## config.mk

```make
export PLATFORM = sky130hd
export DESIGN_NAME = lsu_top
export DESIGN_NICKNAME = d
export VERILOG_FILES = /design/src/design/lsu_pkg.sv /design/src/design/lsu_top.sv /design/src/design/lsu_dmem.sv /design/src/design/lsu_mem_arb.sv /design/src/design/lsu_ld_unit.sv /design/src/design/lsu_sq.sv
export SDC_FILE = /design/constraint.sdc
export NUM_CORES = 2
export LEC_CHECK = 0
export ABC_AREA = 1
export BUFFER_PORTS_ARGS = -buffer_cell sky130_fd_sc_hd__buf_2
export CELL_PAD_IN_SITES_DETAIL_PLACEMENT = 0
export CELL_PAD_IN_SITES_GLOBAL_PLACEMENT = 1
export CORE_MARGIN = 3
export CORE_UTILIZATION = 55
export DETAILED_ROUTE_END_ITERATION = 8
export PLACE_DENSITY = 0.92
export SLEW_MARGIN = 20
export SYNTH_ARGS = -nofsm -noshare
export SYNTH_HDL_FRONTEND = slang
export SYNTH_SLANG_ARGS = --single-unit
```

## constraint.sdc

```tcl
create_clock -name clk -period 9.2 [get_ports clk]
set_clock_uncertainty 0.1 [all_clocks]
set_input_delay 1.84 -clock clk [delete_from_list [all_inputs] [get_ports clk]]
set_output_delay 1.84 -clock clk [all_outputs]
set_load 0.005 [all_outputs]
```

## src/design/lsu_pkg.sv

```systemverilog
// Shared types and sizes for the store-side load/store unit
// Addresses are byte addresses into a small word-organized data memory
// Store data and load results are right-aligned in a 32-bit word
`default_nettype none

package lsu_pkg;

    // Byte address covering the whole data memory
    typedef logic [7:0]  lsu_addr_t;

    // Data word as seen by stores and loads
    typedef logic [31:0] lsu_data_t;

    // Reorder-buffer tag carried by each store
    typedef logic [3:0]  lsu_tag_t;

    // Access size of a load or store
    typedef enum logic [1:0] {
        LSU_FUNC_BYTE = 2'b00,
        LSU_FUNC_HALF = 2'b01,
        LSU_FUNC_WORD = 2'b10
    } lsu_func_t;

    // Number of store queue slots
    localparam int SQ_DEPTH = 4;

    // One-hot select of a store queue slot
    typedef logic [SQ_DEPTH-1:0] lsu_sq_sel_t;

    // Data memory size in 32-bit words
    localparam int MEM_WORDS = 64;

    // Word index into the data memory, which is the byte address without its low two bits
    typedef logic [$clog2(MEM_WORDS)-1:0] lsu_word_idx_t;

    // Per-byte lane enables of one word
    typedef logic [3:0] lsu_be_t;

endpackage

`default_nettype wire
```

## src/design/lsu_top.sv

```systemverilog
// Store side of the load/store unit: store queue and load port share one memory
// Loads have priority, so a steady load stream delays committed stores
// There is no store-to-load forwarding between the two paths
`timescale 1ns/10ps
`default_nettype none

module lsu_top (
    input  logic               clk,
    input  logic               n_rst,

    input  logic               i_alloc_en,
    input  lsu_pkg::lsu_func_t i_alloc_func,
    input  lsu_pkg::lsu_tag_t  i_alloc_tag,
    input  lsu_pkg::lsu_addr_t i_alloc_addr,
    input  lsu_pkg::lsu_data_t i_alloc_data,
    output logic               o_full,

    input  logic               i_rob_retire_en,
    input  lsu_pkg::lsu_tag_t  i_rob_retire_tag,
    output logic               o_rob_retire_ack,

    input  logic               i_flush,

    input  logic               i_ld_en,
    input  lsu_pkg::lsu_func_t i_ld_func,
    input  lsu_pkg::lsu_addr_t i_ld_addr,
    output logic               o_ld_busy,
    output logic               o_ld_valid,
    output lsu_pkg::lsu_data_t o_ld_data
);

    // Store path between queue and arbiter
    logic                   st_req;
    lsu_pkg::lsu_sq_sel_t   st_sel;
    lsu_pkg::lsu_func_t     st_func;
    lsu_pkg::lsu_addr_t     st_addr;
    lsu_pkg::lsu_data_t     st_data;
    logic                   st_update_en;
    lsu_pkg::lsu_sq_sel_t   st_update_sel;
    logic                   st_update_retry;

    // Load path between load port and arbiter
    logic                   rd_req;
    lsu_pkg::lsu_func_t     rd_func;
    lsu_pkg::lsu_addr_t     rd_addr;
    logic                   rd_grant;

    // Memory side
    logic                   mem_en;
    logic                   mem_we;
    lsu_pkg::lsu_word_idx_t mem_idx;
    lsu_pkg::lsu_be_t       mem_be;
    lsu_pkg::lsu_data_t     mem_wdata;
    lsu_pkg::lsu_data_t     mem_rdata;

    lsu_sq u_sq (
        .clk              (clk),
        .n_rst            (n_rst),
        .i_flush          (i_flush),
        .o_full           (o_full),
        .i_alloc_en       (i_alloc_en),
        .i_alloc_func     (i_alloc_func),
        .i_alloc_tag      (i_alloc_tag),
        .i_alloc_addr     (i_alloc_addr),
        .i_alloc_data     (i_alloc_data),
        .i_rob_retire_en  (i_rob_retire_en),
        .i_rob_retire_tag (i_rob_retire_tag),
        .o_rob_retire_ack (o_rob_retire_ack),
        .o_st_req         (st_req),
        .o_st_sel         (st_sel),
        .o_st_func        (st_func),
        .o_st_addr        (st_addr),
        .o_st_data        (st_data),
        .i_update_en      (st_update_en),
        .i_update_sel     (st_update_sel),
        .i_update_retry   (st_update_retry)
    );

    lsu_ld_unit u_ld_unit (
        .clk        (clk),
        .n_rst      (n_rst),
        .i_ld_en    (i_ld_en),
        .i_ld_func  (i_ld_func),
        .i_ld_addr  (i_ld_addr),
        .o_ld_busy  (o_ld_busy),
        .o_rd_req   (rd_req),
        .o_rd_func  (rd_func),
        .o_rd_addr  (rd_addr),
        .i_rd_grant (rd_grant),
        .i_rd_word  (mem_rdata),
        .o_ld_valid (o_ld_valid),
        .o_ld_data  (o_ld_data)
    );

    lsu_mem_arb u_mem_arb (
        .i_rd_req          (rd_req),
        .i_rd_func         (rd_func),
        .i_rd_addr         (rd_addr),
        .o_rd_grant        (rd_grant),
        .i_st_req          (st_req),
        .i_st_sel          (st_sel),
        .i_st_func         (st_func),
        .i_st_addr         (st_addr),
        .i_st_data         (st_data),
        .o_st_update_en    (st_update_en),
        .o_st_update_sel   (st_update_sel),
        .o_st_update_retry (st_update_retry),
        .o_mem_en          (mem_en),
        .o_mem_we          (mem_we),
        .o_mem_idx         (mem_idx),
        .o_mem_be          (mem_be),
        .o_mem_wdata       (mem_wdata)
    );

    lsu_dmem u_dmem (
        .clk     (clk),
        .i_en    (mem_en),
        .i_we    (mem_we),
        .i_idx   (mem_idx),
        .i_be    (mem_be),
        .i_wdata (mem_wdata),
        .o_rdata (mem_rdata)
    );

endmodule

`default_nettype wire

```

## src/design/lsu_dmem.sv

```systemverilog
// Word-organized data memory with byte-lane writes
// Reads are registered, so data is ready the cycle after the read
// Contents start at zero at power-up; there is no reset port
`timescale 1ns/10ps
`default_nettype none

module lsu_dmem (
    input  logic                   clk,
    input  logic                   i_en,
    input  logic                   i_we,
    input  lsu_pkg::lsu_word_idx_t i_idx,
    input  lsu_pkg::lsu_be_t       i_be,
    input  lsu_pkg::lsu_data_t     i_wdata,
    output lsu_pkg::lsu_data_t     o_rdata
);

    lsu_pkg::lsu_data_t mem [lsu_pkg::MEM_WORDS];

    initial begin
        for (int w = 0; w < lsu_pkg::MEM_WORDS; w++) begin
            mem[w] = '0;
        end
    end

    always_ff @(posedge clk) begin
        if (i_en && i_we) begin
            // Only the enabled lanes change
            for (int b = 0; b < 4; b++) begin
                if (i_be[b]) begin
                    mem[i_idx][8*b +: 8] <= i_wdata[8*b +: 8];
                end
            end
        end
        // The read word holds until the next read
        if (i_en && !i_we) begin
            o_rdata <= mem[i_idx];
        end
    end

endmodule

`default_nettype wire

```

## src/design/lsu_mem_arb.sv

```systemverilog
// Fixed-priority memory arbiter where loads always win
// A store that meets a load is told to retry and is not written
// Store data arrives right-aligned and is moved into its byte lanes here
`timescale 1ns/10ps
`default_nettype none

module lsu_mem_arb (
    input  logic                  i_rd_req,
    input  lsu_pkg::lsu_func_t    i_rd_func,
    input  lsu_pkg::lsu_addr_t    i_rd_addr,
    output logic                  o_rd_grant,

    input  logic                  i_st_req,
    input  lsu_pkg::lsu_sq_sel_t  i_st_sel,
    input  lsu_pkg::lsu_func_t    i_st_func,
    input  lsu_pkg::lsu_addr_t    i_st_addr,
    input  lsu_pkg::lsu_data_t    i_st_data,
    output logic                  o_st_update_en,
    output lsu_pkg::lsu_sq_sel_t  o_st_update_sel,
    output logic                  o_st_update_retry,

    output logic                  o_mem_en,
    output logic                  o_mem_we,
    output lsu_pkg::lsu_word_idx_t o_mem_idx,
    output lsu_pkg::lsu_be_t      o_mem_be,
    output lsu_pkg::lsu_data_t    o_mem_wdata
);

    logic st_win;

    // Byte enables for an access of the given size at the given byte offset
    function automatic lsu_pkg::lsu_be_t lane_mask(input lsu_pkg::lsu_func_t func,
                                                   input logic [1:0] offset);
        lsu_pkg::lsu_be_t mask;
        case (func)
            lsu_pkg::LSU_FUNC_BYTE: mask = 4'b0001;
            lsu_pkg::LSU_FUNC_HALF: mask = 4'b0011;
            default:                mask = 4'b1111;
        endcase
        return mask << offset;
    endfunction

    assign o_rd_grant = i_rd_req;
    assign st_win     = i_st_req && !i_rd_req;

    // Every launched store gets an answer in the same cycle
    assign o_st_update_en    = i_st_req;
    assign o_st_update_sel   = i_st_sel;
    assign o_st_update_retry = i_st_req && i_rd_req;

    assign o_mem_en    = i_rd_req || i_st_req;
    assign o_mem_we    = st_win;
    assign o_mem_idx   = i_rd_req ? i_rd_addr[7:2] : i_st_addr[7:2];
    assign o_mem_be    = i_rd_req ? lane_mask(i_rd_func, i_rd_addr[1:0]) :
                                    lane_mask(i_st_func, i_st_addr[1:0]);
    assign o_mem_wdata = i_st_data << {i_st_addr[1:0], 3'b000};

endmodule

`default_nettype wire

```

## src/design/lsu_ld_unit.sv

```systemverilog
// Single load port; one load is in flight at a time
// Loads read committed memory only and never see queued stores
// Addresses must be aligned to the access size
`timescale 1ns/10ps
`default_nettype none

module lsu_ld_unit (
    input  logic               clk,
    input  logic               n_rst,

    input  logic               i_ld_en,
    input  lsu_pkg::lsu_func_t i_ld_func,
    input  lsu_pkg::lsu_addr_t i_ld_addr,
    output logic               o_ld_busy,

    output logic               o_rd_req,
    output lsu_pkg::lsu_func_t o_rd_func,
    output lsu_pkg::lsu_addr_t o_rd_addr,
    input  logic               i_rd_grant,
    input  lsu_pkg::lsu_data_t i_rd_word,

    output logic               o_ld_valid,
    output lsu_pkg::lsu_data_t o_ld_data
);

    typedef enum logic [1:0] {
        LD_IDLE,
        LD_REQ,
        LD_RET
    } ld_state_t;

    ld_state_t          state;
    ld_state_t          state_nxt;
    lsu_pkg::lsu_func_t ld_func;
    lsu_pkg::lsu_addr_t ld_addr;
    lsu_pkg::lsu_data_t shifted;
    logic               accept;

    // A new load can enter while the previous one returns its data
    assign o_ld_busy = (state == LD_REQ);
    assign accept    = i_ld_en && !o_ld_busy;

    always_comb begin
        state_nxt = state;
        case (state)
            LD_IDLE: if (accept) state_nxt = LD_REQ;
            LD_REQ:  if (i_rd_grant) state_nxt = LD_RET;
            LD_RET:  state_nxt = accept ? LD_REQ : LD_IDLE;
            default: state_nxt = LD_IDLE;
        endcase
    end

    always_ff @(posedge clk) begin
        if (!n_rst) begin
            state <= LD_IDLE;
        end else begin
            state <= state_nxt;
        end
    end

    // Hold the request fields until the memory takes them
    always_ff @(posedge clk) begin
        if (accept) begin
            ld_func <= i_ld_func;
            ld_addr <= i_ld_addr;
        end
    end

    assign o_rd_req  = (state == LD_REQ);
    assign o_rd_func = ld_func;
    assign o_rd_addr = ld_addr;

    // Bring the addressed lane down to bit 0, then sign-extend by size
    assign shifted = i_rd_word >> {ld_addr[1:0], 3'b000};

    always_comb begin
        case (ld_func)
            lsu_pkg::LSU_FUNC_BYTE: o_ld_data = {{24{shifted[7]}}, shifted[7:0]};
            lsu_pkg::LSU_FUNC_HALF: o_ld_data = {{16{shifted[15]}}, shifted[15:0]};
            default:                o_ld_data = shifted;
        endcase
    end

    // The memory word is ready the cycle after the grant
    assign o_ld_valid = (state == LD_RET);

    a_ld_aligned: assert property (@(posedge clk) disable iff (!n_rst)
        accept |-> (i_ld_func == lsu_pkg::LSU_FUNC_BYTE) ||
                   (i_ld_func == lsu_pkg::LSU_FUNC_HALF && !i_ld_addr[0]) ||
                   (i_ld_func == lsu_pkg::LSU_FUNC_WORD && i_ld_addr[1:0] == 2'b00));

endmodule

`default_nettype wire

```

## src/design/lsu_sq.sv

```systemverilog
// Store queue holding speculative stores until the ROB commits them by tag
// Committed stores launch to memory lowest slot first, not in allocation order
// A flush drops speculative stores; committed ones still drain to memory
// Allocating while full is not allowed and the request is dropped
`timescale 1ns/10ps
`default_nettype none

module lsu_sq (
    input  logic                 clk,
    input  logic                 n_rst,

    input  logic                 i_flush,
    output logic                 o_full,

    // New store from the issue side
    input  logic                 i_alloc_en,
    input  lsu_pkg::lsu_func_t   i_alloc_func,
    input  lsu_pkg::lsu_tag_t    i_alloc_tag,
    input  lsu_pkg::lsu_addr_t   i_alloc_addr,
    input  lsu_pkg::lsu_data_t   i_alloc_data,

    // ROB commit by tag
    input  logic                 i_rob_retire_en,
    input  lsu_pkg::lsu_tag_t    i_rob_retire_tag,
    output logic                 o_rob_retire_ack,

    // Store launched toward the memory arbiter
    output logic                 o_st_req,
    output lsu_pkg::lsu_sq_sel_t o_st_sel,
    output lsu_pkg::lsu_func_t   o_st_func,
    output lsu_pkg::lsu_addr_t   o_st_addr,
    output lsu_pkg::lsu_data_t   o_st_data,

    // Result of the launched store, returned in the same cycle as o_st_req
    input  logic                 i_update_en,
    input  lsu_pkg::lsu_sq_sel_t i_update_sel,
    input  logic                 i_update_retry
);

    // Slot payload
    lsu_pkg::lsu_func_t   slot_func [lsu_pkg::SQ_DEPTH];
    lsu_pkg::lsu_addr_t   slot_addr [lsu_pkg::SQ_DEPTH];
    lsu_pkg::lsu_data_t   slot_data [lsu_pkg::SQ_DEPTH];
    lsu_pkg::lsu_tag_t    slot_tag  [lsu_pkg::SQ_DEPTH];

    // Slot control bits, one bit per slot
    lsu_pkg::lsu_sq_sel_t slot_valid;
    lsu_pkg::lsu_sq_sel_t slot_nonspec;
    lsu_pkg::lsu_sq_sel_t slot_launched;

    lsu_pkg::lsu_sq_sel_t free_vec;
    lsu_pkg::lsu_sq_sel_t alloc_sel;
    lsu_pkg::lsu_sq_sel_t rob_match;
    lsu_pkg::lsu_sq_sel_t retirable;
    lsu_pkg::lsu_sq_sel_t launch_sel;
    lsu_pkg::lsu_sq_sel_t upd_done;
    lsu_pkg::lsu_sq_sel_t upd_retry;

    lsu_pkg::lsu_func_t   launch_func;
    lsu_pkg::lsu_addr_t   launch_addr;
    lsu_pkg::lsu_data_t   launch_data;

    assign free_vec = ~slot_valid;
    assign o_full   = ~|free_vec;

    // Lowest free slot takes the new store
    assign alloc_sel = (i_alloc_en && !o_full) ?
                       (free_vec & ~(free_vec - lsu_pkg::lsu_sq_sel_t'(1))) : '0;

    // A slot can launch once committed, while not already in flight
    assign retirable  = slot_valid & slot_nonspec & ~slot_launched;
    assign launch_sel = retirable & ~(retirable - lsu_pkg::lsu_sq_sel_t'(1));

    // Split the update into a completion and a retry
    assign upd_done  = (i_update_en && !i_update_retry) ? i_update_sel : '0;
    assign upd_retry = (i_update_en &&  i_update_retry) ? i_update_sel : '0;

    // Tag compare against every valid slot
    always_comb begin
        for (int i = 0; i < lsu_pkg::SQ_DEPTH; i++) begin
            rob_match[i] = i_rob_retire_en && slot_valid[i] && (slot_tag[i] == i_rob_retire_tag);
        end
    end

    // One-hot mux of the launching slot's payload
    always_comb begin
        launch_func = lsu_pkg::LSU_FUNC_BYTE;
        launch_addr = '0;
        launch_data = '0;
        for (int i = 0; i < lsu_pkg::SQ_DEPTH; i++) begin
            if (launch_sel[i]) begin
                launch_func = slot_func[i];
                launch_addr = slot_addr[i];
                launch_data = slot_data[i];
            end
        end
    end

    // Slot control and the registered request and ack strobes
    always_ff @(posedge clk) begin
        if (!n_rst) begin
            slot_valid       <= '0;
            slot_nonspec     <= '0;
            slot_launched    <= '0;
            o_st_req         <= 1'b0;
            o_rob_retire_ack <= 1'b0;
        end else begin
            o_rob_retire_ack <= |rob_match;
            o_st_req         <= |launch_sel;
            for (int i = 0; i < lsu_pkg::SQ_DEPTH; i++) begin
                if (alloc_sel[i]) begin
                    slot_valid[i]    <= 1'b1;
                    slot_nonspec[i]  <= 1'b0;
                    slot_launched[i] <= 1'b0;
                end else if (upd_done[i]) begin
                    // The store reached memory, so the slot is free again
                    slot_valid[i]    <= 1'b0;
                    slot_nonspec[i]  <= 1'b0;
                    slot_launched[i] <= 1'b0;
                end else begin
                    // Committed stays set until the slot is freed
                    if (rob_match[i]) begin
                        slot_nonspec[i] <= 1'b1;
                    end
                    if (launch_sel[i]) begin
                        slot_launched[i] <= 1'b1;
                    end else if (upd_retry[i]) begin
                        // Lost arbitration, so the slot becomes retirable again
                        slot_launched[i] <= 1'b0;
                    end
                end
                // Flush drops everything still speculative, including this cycle's allocation
                if (i_flush && !slot_nonspec[i]) begin
                    slot_valid[i] <= 1'b0;
                end
            end
        end
    end

    // Payload of new stores and of the launched store
    always_ff @(posedge clk) begin
        for (int i = 0; i < lsu_pkg::SQ_DEPTH; i++) begin
            if (alloc_sel[i]) begin
                slot_func[i] <= i_alloc_func;
                slot_addr[i] <= i_alloc_addr;
                slot_data[i] <= i_alloc_data;
                slot_tag[i]  <= i_alloc_tag;
            end
        end
        o_st_sel  <= launch_sel;
        o_st_func <= launch_func;
        o_st_addr <= launch_addr;
        o_st_data <= launch_data;
    end

    // The issue side must watch o_full before allocating
    a_no_alloc_full: assert property (@(posedge clk) disable iff (!n_rst)
        i_alloc_en |-> !o_full);

    // The ROB never has two live stores with one tag
    a_tag_unique: assert property (@(posedge clk) disable iff (!n_rst)
        $onehot0(rob_match));

    // The arbiter only reports on a store that is in flight
    a_update_launched: assert property (@(posedge clk) disable iff (!n_rst)
        i_update_en |-> $onehot(i_update_sel) && ((i_update_sel & slot_launched) == i_update_sel));

endmodule

`default_nettype wire

```

# Word-level counts from Yosys, hierarchy flattened
# Memory sizes are Yosys's and may differ from the RTL's. A register that Yosys moved wholly into a read port is not among the register bits.
# Cells that the tools add are included.
[classes]
add_sub_neg = 2
mul = 0
n_div = 0
magnitude_cmp = 0
eq_ne = 9
shifts = 4
n_mux = 95
bitwise = 9
n_reduce_logical = 63
[op_table]
columns = ["operator", "n"]
rows = [
  ["$mux 32", 7],
  ["$reduce_or 32->1", 3],
  ["$pmux 32 s2", 1],
  ["$mux 8", 7],
  ["$mux 1", 49],
  ["$mux 2", 20],
  ["$shl 32x5->32", 1],
  ["$shr 32x5->32", 1],
  ["$mux 4", 7],
  ["$reduce_or 4->1", 6],
  ["$reduce_or 8->1", 3],
  ["$logic_and 1x1->1", 20],
  ["$and 4x4->4", 4],
  ["$eq 4x4->1", 4],
  ["$not 4->4", 4],
  ["$pmux 4 s2", 2],
  ["$reduce_bool 2->1", 8],
  ["$reduce_or 2->1", 7],
  ["$reduce_or 3->1", 4],
  ["$logic_not 1->1", 8],
  ["$shl 4x2->4", 2],
  ["$sub 4x1->4 const B", 2],
  ["$eq 2x1->1 const B", 3],
  ["$logic_not 2->1", 3],
  ["other kinds (6)", 6],
]
[totals]
regBits = 72
latchBits = 0
ramBits = 2232
romBits = 0
input_bits = 66
output_inout_bits = 36
elab_cells = 208
memories = 5
[mem_list]
columns = ["name", "depth", "word_bits", "read_ports", "rd_clocked_by_memory_dff", "wr", "line", "source"]
rows = [
  ["u_dmem.mem", 64, 32, 1, 1, 1, "lsu_dmem.sv:17", "lsu_pkg::lsu_data_t mem [lsu_pkg::MEM_WORDS];"],
  ["u_sq.slot_data", 4, 32, 4, 0, 1, "lsu_sq.sv:43", "lsu_pkg::lsu_data_t slot_data [lsu_pkg::SQ_DEPTH];"],
  ["u_sq.slot_addr", 4, 8, 4, 0, 1, "lsu_sq.sv:42", "lsu_pkg::lsu_addr_t slot_addr [lsu_pkg::SQ_DEPTH];"],
  ["u_sq.slot_tag", 4, 4, 4, 0, 1, "lsu_sq.sv:44", "lsu_pkg::lsu_tag_t slot_tag [lsu_pkg::SQ_DEPTH];"],
  ["u_sq.slot_func", 4, 2, 4, 0, 1, "lsu_sq.sv:41", "lsu_pkg::lsu_func_t slot_func [lsu_pkg::SQ_DEPTH];"],
]

# Depth between registers and ports, before layout
[logic_depth]
ltp_word = 11
depth_mapped = 14
ltp_nobuf = 11

# Hierarchy
# From an unflattened synthesis, not the netlist that was laid out.
[hier_totals]
cells_unflattened = 9829
area_unflattened_um2 = 98958.7
[modules_own_cells]
columns = ["module", "instances", "cells_per_inst", "area_per_inst_um2", "seq_area_each_um2"]
rows = [
  ["lsu_dmem", 1, 8727, 88003.2, 62459.9],
  ["lsu_sq", 1, 716, 8844.7, 6726.5],
  ["lsu_ld_unit", 1, 187, 1222.4, 340.3],
  ["lsu_mem_arb", 1, 199, 888.4, 0.0],
]

# Worst setup path before layout
# No wires, ideal clock.
[synth_timing]
kind = "input to register"
startpoint = "input i_alloc_en"
endpoint = "register u_sq.slot_nonspec[2]"
setup_ps = 124
arrival_ps = 5566
required_ps = 8976
path_slack_ps = 3411
stages = 4
n_path_buf = 0
cell_sequence = "inv_1 > nor3_1 > nor3_1 > a21boi_0"
[synth_via]
elab_chain_len = 3
[synth_lines]
columns = ["item", "line", "source"]
rows = [
  ["from (decl)", "lsu_top.sv:11", "input logic i_alloc_en,"],
  ["$logic_and 1x1->1", "lsu_sq.sv:67", "assign alloc_sel = (i_alloc_en && !o_full) ?"],
  ["$mux 4", "lsu_sq.sv:67", ""],
  ["net u_sq.alloc_sel[2]", "lsu_sq.sv:52", "lsu_pkg::lsu_sq_sel_t alloc_sel;"],
  ["$reduce_or 3->1 (no source line)", "n/a", ""],
  ["to (signal assigned)", "lsu_sq.sv:103", "slot_nonspec <= '0;"],
  ["to (signal, indexed assignment)", "lsu_sq.sv:113", "slot_nonspec[i] <= 1'b0;"],
  ["to (signal, indexed assignment)", "lsu_sq.sv:118", "slot_nonspec[i] <= 1'b0;"],
  ["to (decl)", "lsu_sq.sv:48", "lsu_pkg::lsu_sq_sel_t slot_nonspec;"],
]
# The timed path passes the listed nets, and every way through them passes these cells.
# A chain may end at the register's enable or synchronous reset.

# Worst setup path after layout
[layout_timing]
startpoint = "register u_ld_unit.ld_addr[0] (netlist: u_ld_unit.o_rd_addr[0])"
endpoint = "output o_ld_data[25]"
[layout_via]
elab_chain_len = 2
[layout_lines]
columns = ["item", "line", "source"]
rows = [
  ["from (decl)", "lsu_ld_unit.sv:35", "lsu_pkg::lsu_addr_t ld_addr;"],
  ["from (signal assigned)", "lsu_ld_unit.sv:65", "ld_addr <= i_ld_addr;"],
  ["$shr 32x5->32", "lsu_ld_unit.sv:74", "assign shifted = i_rd_word >> {ld_addr[1:0], 3'b000};"],
  ["$pmux 32 s2", "lsu_ld_unit.sv:77", "case (ld_func)"],
  ["to (decl)", "lsu_top.sv:29", "output lsu_pkg::lsu_data_t o_ld_data"],
]
# No other way between the ends.

==> flow_summary.html <==
<table>
<tr><th>Metric</th><th>Value</th></tr>
<tr><th colspan="2">Synth</th></tr>
<tr><td>Seq/Total Area, Yosys</td><td>0.698</td></tr>
<tr><td>Largest family of logic cells by synthesized area</td><td>simple AND/OR/NAND/NOR gates</td></tr>
<tr><td>Simple-gate portion of the synthesized area</td><td>0.181</td></tr>
<tr><td>Synthesized netlist net count</td><td>9712</td></tr>
<tr><td>Number of unique standard cell types used by synthesis</td><td>38</td></tr>
<tr><td>Adder-cell share of the synthesized area</td><td>0</td></tr>
<tr><td>Synth Area in Compound Gates</td><td>0.0236</td></tr>
<tr><td>Number of instances in the synthesized netlist</td><td>9646</td></tr>
<tr><td>Syn. warnings</td><td>0</td></tr>
<tr><td>Avg Synthesized Cell Area</td><td>10.3 um^2</td></tr>
<tr><td>Synth Area in XOR/XNOR</td><td>0.000967</td></tr>
<tr><td>Syn Std Cell Area</td><td>99700 um^2</td></tr>
<tr><td>Proportion of synthesized area in mux cells</td><td>0.000703</td></tr>
<tr><td>Synth Register Bits</td><td>2336</td></tr>
<tr><th colspan="2">Floorplanning</th></tr>
<tr><td>Die Area</td><td>186000 um^2</td></tr>
<tr><td>Initial core utilization</td><td>0.556</td></tr>
<tr><td>Die Ht</td><td>432 um</td></tr>
<tr><td>Horizontal die dimension</td><td>432 um</td></tr>
<tr><td>Core Region</td><td>179000 um^2</td></tr>
<tr><td>I/O Pins</td><td>102</td></tr>
<tr><td>Site row count</td><td>155</td></tr>
<tr><th colspan="2">Clock tree</th></tr>
<tr><td>Worst-path clk slew</td><td>0.07 ns</td></tr>
<tr><td>Skew-Pair Late Insertion Delay</td><td>0.90 ns</td></tr>
<tr><td>Depth of the CTS H-tree</td><td>4</td></tr>
<tr><td>Clock tree root driver cell</td><td>sky130_fd_sc_hd__clkbuf_16</td></tr>
<tr><td>Sinks on Clock Net</td><td>2336</td></tr>
<tr><td>Clock tree from TritonCTS</td><td>built</td></tr>
<tr><td>PostCTS Resize Cnt</td><td>0</td></tr>
<tr><td>Max clock buf depth</td><td>3</td></tr>
<tr><td>Count of hold buffers inserted by post-cts repair</td><td>0</td></tr>
<tr><td>Setup repair bufs after CTS</td><td>0</td></tr>
<tr><td>Number of buffers created by CTS</td><td>224</td></tr>
<tr><th colspan="2">Drt</th></tr>
<tr><td>Mean number of vias per cell</td><td>5.43</td></tr>
<tr><td>First-pass iteration count of the detailed router</td><td>9</td></tr>
<tr><td>Total length of routed wires</td><td>264 mm</td></tr>
<tr><td>Remaining antenna violation count after routing</td><td>0</td></tr>
<tr><td>Routed length per instance</td><td>21.6 um</td></tr>
<tr><td>First DRT Iteration DRCs</td><td>8253</td></tr>
<tr><td>Via count</td><td>66200</td></tr>
<tr><td>Total DRC errors in the routed layout</td><td>12</td></tr>
<tr><th colspan="2">Worst setup path</th></tr>
<tr><td>Cell count along the critical path</td><td>10</td></tr>
<tr><td>Required time at the endpoint of the critical path</td><td>7.26 ns</td></tr>
<tr><td>Category of the critical setup timing path</td><td>flip-flop to output port</td></tr>
<tr><td>Critical path startpoint</td><td>u_ld_unit.o_rd_addr[0]</td></tr>
<tr><td>Capture instance of the worst register-to-register path</td><td>u_dmem.mem[22][2]</td></tr>
<tr><td>Largest stage delay on the critical path</td><td>0.92 ns</td></tr>
<tr><td>Buffer and inverter count on the worst path</td><td>3</td></tr>
<tr><td>Worst setup path endpoint</td><td>o_ld_data[25]</td></tr>
<tr><td>Largest delay contributor family on the critical path</td><td>buffers and inverters</td></tr>
<tr><td>Max Fanout on Critical Path</td><td>26</td></tr>
<tr><td>Length in cells of the worst reg-to-reg path</td><td>10</td></tr>
<tr><td>Launch point of the worst reg-to-reg path</td><td>u_ld_unit.state[0]</td></tr>
<tr><td>Data arrival, critical path</td><td>4.47 ns</td></tr>
<tr><td>Worst Setup Start Kind</td><td>flip-flop</td></tr>
<tr><td>Most common cell on crit path</td><td>sky130_fd_sc_hd__nand2_1</td></tr>
<tr><td>Category of the worst setup path capture point</td><td>output port</td></tr>
<tr><td>Register-to-register path setup slack</td><td>4.09 ns</td></tr>
<tr><td>Critical path cell sequence</td><td>clkinv_1 -&gt; nand2_1 -&gt; nand2_1 -&gt; nor2_1 -&gt; a21oi_1 -&gt; nand2_2 -&gt; o31ai_1 -&gt; inv_1 -&gt; o21ai_0 -&gt; buf_2</td></tr>
<tr><td>Worst-path cell with the longest stage delay</td><td>sky130_fd_sc_hd__edfxtp_1</td></tr>
<tr><th colspan="2">Placed design</th></tr>
<tr><td>RD Place Congestion</td><td>0.912</td></tr>
<tr><td>Buffers on Ports</td><td>101</td></tr>
<tr><td>Final HPWL from detailed placement</td><td>157 mm</td></tr>
<tr><td>Area post-placement</td><td>102000 um^2</td></tr>
<tr><td>Worst slack, placed</td><td>3.79 ns</td></tr>
<tr><th colspan="2">Timing</th></tr>
<tr><td>Max-slew violations</td><td>0</td></tr>
<tr><td>Min Clock Period, post-route</td><td>6.41 ns</td></tr>
<tr><td>Final number of hold-violating endpoints</td><td>0</td></tr>
<tr><td>Final period utilization</td><td>0.697</td></tr>
<tr><td>Final setup violation count</td><td>0</td></tr>
<tr><td>Worst Tran Pin Value</td><td>1.18 ns</td></tr>
<tr><td>Setup repair after global routing missed its margin</td><td>false</td></tr>
<tr><td>Worst slew margin</td><td>0.213</td></tr>
<tr><td>Min Hold Slack</td><td>0.304 ns</td></tr>
<tr><td>Setup tns final</td><td>0 ns</td></tr>
<tr><td>Achievable frequency</td><td>156 MHz</td></tr>
<tr><td>Slack of the critical path</td><td>2.79 ns</td></tr>
<tr><th colspan="2">Flow run</th></tr>
<tr><td>Max-cap violation count</td><td>0</td></tr>
<tr><th colspan="2">Global route</th></tr>
<tr><td>Largest net degree at the start of global routing</td><td>215</td></tr>
<tr><td>Wire length of the first global-routing pass</td><td>388 mm</td></tr>
<tr><td>Final global-route overflow total</td><td>0</td></tr>
<tr><td>Global routing usage summed across all routing layers</td><td>0.281</td></tr>
<tr><td>Vias in the first global route</td><td>63600</td></tr>
<tr><td>Number of antenna violations at the first check in global routing</td><td>18</td></tr>
<tr><th colspan="2">Power and ir drop</th></tr>
<tr><td>Power density of the placed cells</td><td>197 nW/um^2</td></tr>
<tr><td>Max rail drop VDD</td><td>219 uV</td></tr>
<tr><td>Int Power</td><td>0.0169 W</td></tr>
<tr><td>Sw frac</td><td>0.216</td></tr>
<tr><td>Comb power frac</td><td>0.038</td></tr>
<tr><td>Share of power burned in the clock network</td><td>0.426</td></tr>
<tr><td>Sw Pwr</td><td>0.00467 W</td></tr>
<tr><td>Sequential group share of total power</td><td>0.536</td></tr>
<tr><td>Pleak</td><td>48.0 nW</td></tr>
<tr><th colspan="2">Cells and area</th></tr>
<tr><td>Layout cells sized above 1</td><td>0.0596</td></tr>
<tr><td>Fin area</td><td>110000 um^2</td></tr>
<tr><td>Signed area change from the synthesized netlist to the final layout</td><td>10.2%</td></tr>
<tr><td>Layout fillers</td><td>13900</td></tr>
<tr><td>Nets@finish</td><td>9691</td></tr>
<tr><th colspan="2">Min path</th></tr>
<tr><td>Type of the most critical hold path</td><td>flip-flop to flip-flop</td></tr>
<tr><th colspan="2">Run status</th></tr>
<tr><td>Violations in the final reports</td><td>DRC</td></tr>
<tr><td>Run status</td><td>finished with violations</td></tr>
</table>
worst min-delay path by stage:
stage | start | end | depth (start not counted)
2_1_floorplan | u_sq.slot_addr[3][0] | u_sq.o_st_addr[0] | 2
3_3_place_gp | u_sq.slot_data[3][12] | u_sq.o_st_data[12] | 2
3_5_place_dp | u_sq.slot_data[3][10] | u_sq.o_st_data[10] | 2
4_1_cts | u_sq.slot_data[3][10] | u_sq.o_st_data[10] | 2
5_1_grt | u_sq.slot_data[3][10] | u_sq.o_st_data[10] | 2
6_report | u_sq.slot_data[3][10] | u_sq.o_st_data[10] | 2
layer usage:
metal	global-route usage	share of wire
met2	0.436	0.45
met4	0.157	0.060
met3	0.0681	0.11
met5	0.00572	0.00039
met1	0.367	0.38
cells in the final DEF (no fill, tap or decap), drive strengths merged, types with 11 or more instances in the layout:
cell and instances:
dfxtp 62, diode 15, edfxtp 2274, nand4 76, o211ai 33, nor3 20, inv 2015, o21ai 328
a21oi 37, nor2 447, nand2 2920, buf 188, nand3 940, bufinv 20, a22oi 11, clkinv 101
clkbuf 294
sequential cells by signal (all words and copies together), names as in the netlist:
register and count:
u_sq.o_rob_retire_ack 1, u_sq.slot_launched 4, u_sq.slot_func 8, u_sq.slot_valid 4, u_ld_unit.o_rd_addr 8, u_dmem.o_rdata 32
u_sq.o_st_req 1, u_sq.o_st_sel 4, u_sq.o_st_func 2, u_ld_unit.state 2, u_dmem.mem 2048, u_sq.slot_addr 32
u_sq.slot_nonspec 4, u_sq.slot_data 128, u_sq.slot_tag 16, u_ld_unit.o_rd_func 2, u_sq.o_st_data 32, u_sq.o_st_addr 8
cell type report:
class,count,area [um^2],area share
clock buffers,294,6020,0.0548
diodes,15,37.5,0.000342
inverters,2017,7570,0.0689
flip-flops and latches,2336,69500,0.633
clock inverters,125,1420,0.0130
multi-input cells,4858,21000,0.192
repair buffers,188,1280,0.0117
well taps,2355,2950,0.0268
cells by family (layout without fill, tap and decap cells):
logic type / Yosys count / in the layout
mux: 7 / 7
xor+xnor: 11 / 11
compound gates: 432 / 432
simple gates: 4408 / 4408
flops: 2336 / 2336
other cells: 0 / 15
buf+inv: 2452 / 2624
power by group through the flow:
stage	sequential (W)	combinational, W	clock (W)
finish	0.0116	0.000820	0.00920
global route	0.0116	0.000879	0.00974
CTS	0.0116	0.000806	0.00925
detailed placement	0.0118	0.000802	0
global placement	0.0118	0.000793	0
floorplan	0.0118	0.000487	0
synth_stat cells:
library cell               count  area (um^2)
sky130_fd_sc_hd__a211oi_1      6         45.0
sky130_fd_sc_hd__a21boi_0      2         15.0
sky130_fd_sc_hd__a21oi_1      37          185
sky130_fd_sc_hd__a221o_1       3         30.0
sky130_fd_sc_hd__a22oi_1      11         82.6
sky130_fd_sc_hd__a31oi_1       2         12.5
sky130_fd_sc_hd__and2_1        1         6.26
sky130_fd_sc_hd__buf_1        16         60.1
sky130_fd_sc_hd__buf_2       237         1190
sky130_fd_sc_hd__buf_4         7         52.6
sky130_fd_sc_hd__buf_6         2         22.5
sky130_fd_sc_hd__clkbuf_1    173          649
sky130_fd_sc_hd__clkinv_1      5         18.8
sky130_fd_sc_hd__dfxtp_1      62         1240
sky130_fd_sc_hd__edfxtp_1   2274        68300
sky130_fd_sc_hd__inv_1      2007         7530
sky130_fd_sc_hd__inv_2         5         18.8
sky130_fd_sc_hd__mux2i_1       7         70.1
sky130_fd_sc_hd__nand2_1    2911        10900
sky130_fd_sc_hd__nand2_2       8         50.1
sky130_fd_sc_hd__nand2_4       1         11.3
sky130_fd_sc_hd__nand3_1     940         4700
sky130_fd_sc_hd__nand3b_1      4         30.0
sky130_fd_sc_hd__nand4_1      76          475
sky130_fd_sc_hd__nor2_1      435         1630
sky130_fd_sc_hd__nor2_2        3         18.8
sky130_fd_sc_hd__nor2_4        9          101
sky130_fd_sc_hd__nor3_1       14         70.1
sky130_fd_sc_hd__nor3_2        6         60.1
sky130_fd_sc_hd__o211ai_1     33          248
sky130_fd_sc_hd__o21ai_0     269         1350
sky130_fd_sc_hd__o21ai_1      58          290
sky130_fd_sc_hd__o21ai_4       1         16.3
sky130_fd_sc_hd__o22ai_1       1         6.26
sky130_fd_sc_hd__o31ai_1       1         7.51
sky130_fd_sc_hd__o32ai_1       8         70.1
sky130_fd_sc_hd__xnor2_1       8         70.1
sky130_fd_sc_hd__xor2_1        3         26.3
tightest hold or removal path: cells and delay by family (launching register included):
kind / cells / cell delay (ns)
DFF: 1 / 0.32
and+or+nand+nor: 2 / 0.10
stage by stage:
step / total power (W) / cells / util
floorplan: 0.0123 / 9646 / -
global placement: 0.0126 / 11800 / 0.571
detailed placement: 0.0126 / 11800 / 0.571
CTS: 0.0216 / 12200 / 0.613
global route: 0.0222 / 12200 / 0.613
finish: 0.0216 / 12200 / 0.613
No activity file was read; power rests on OpenSTA's default activity.
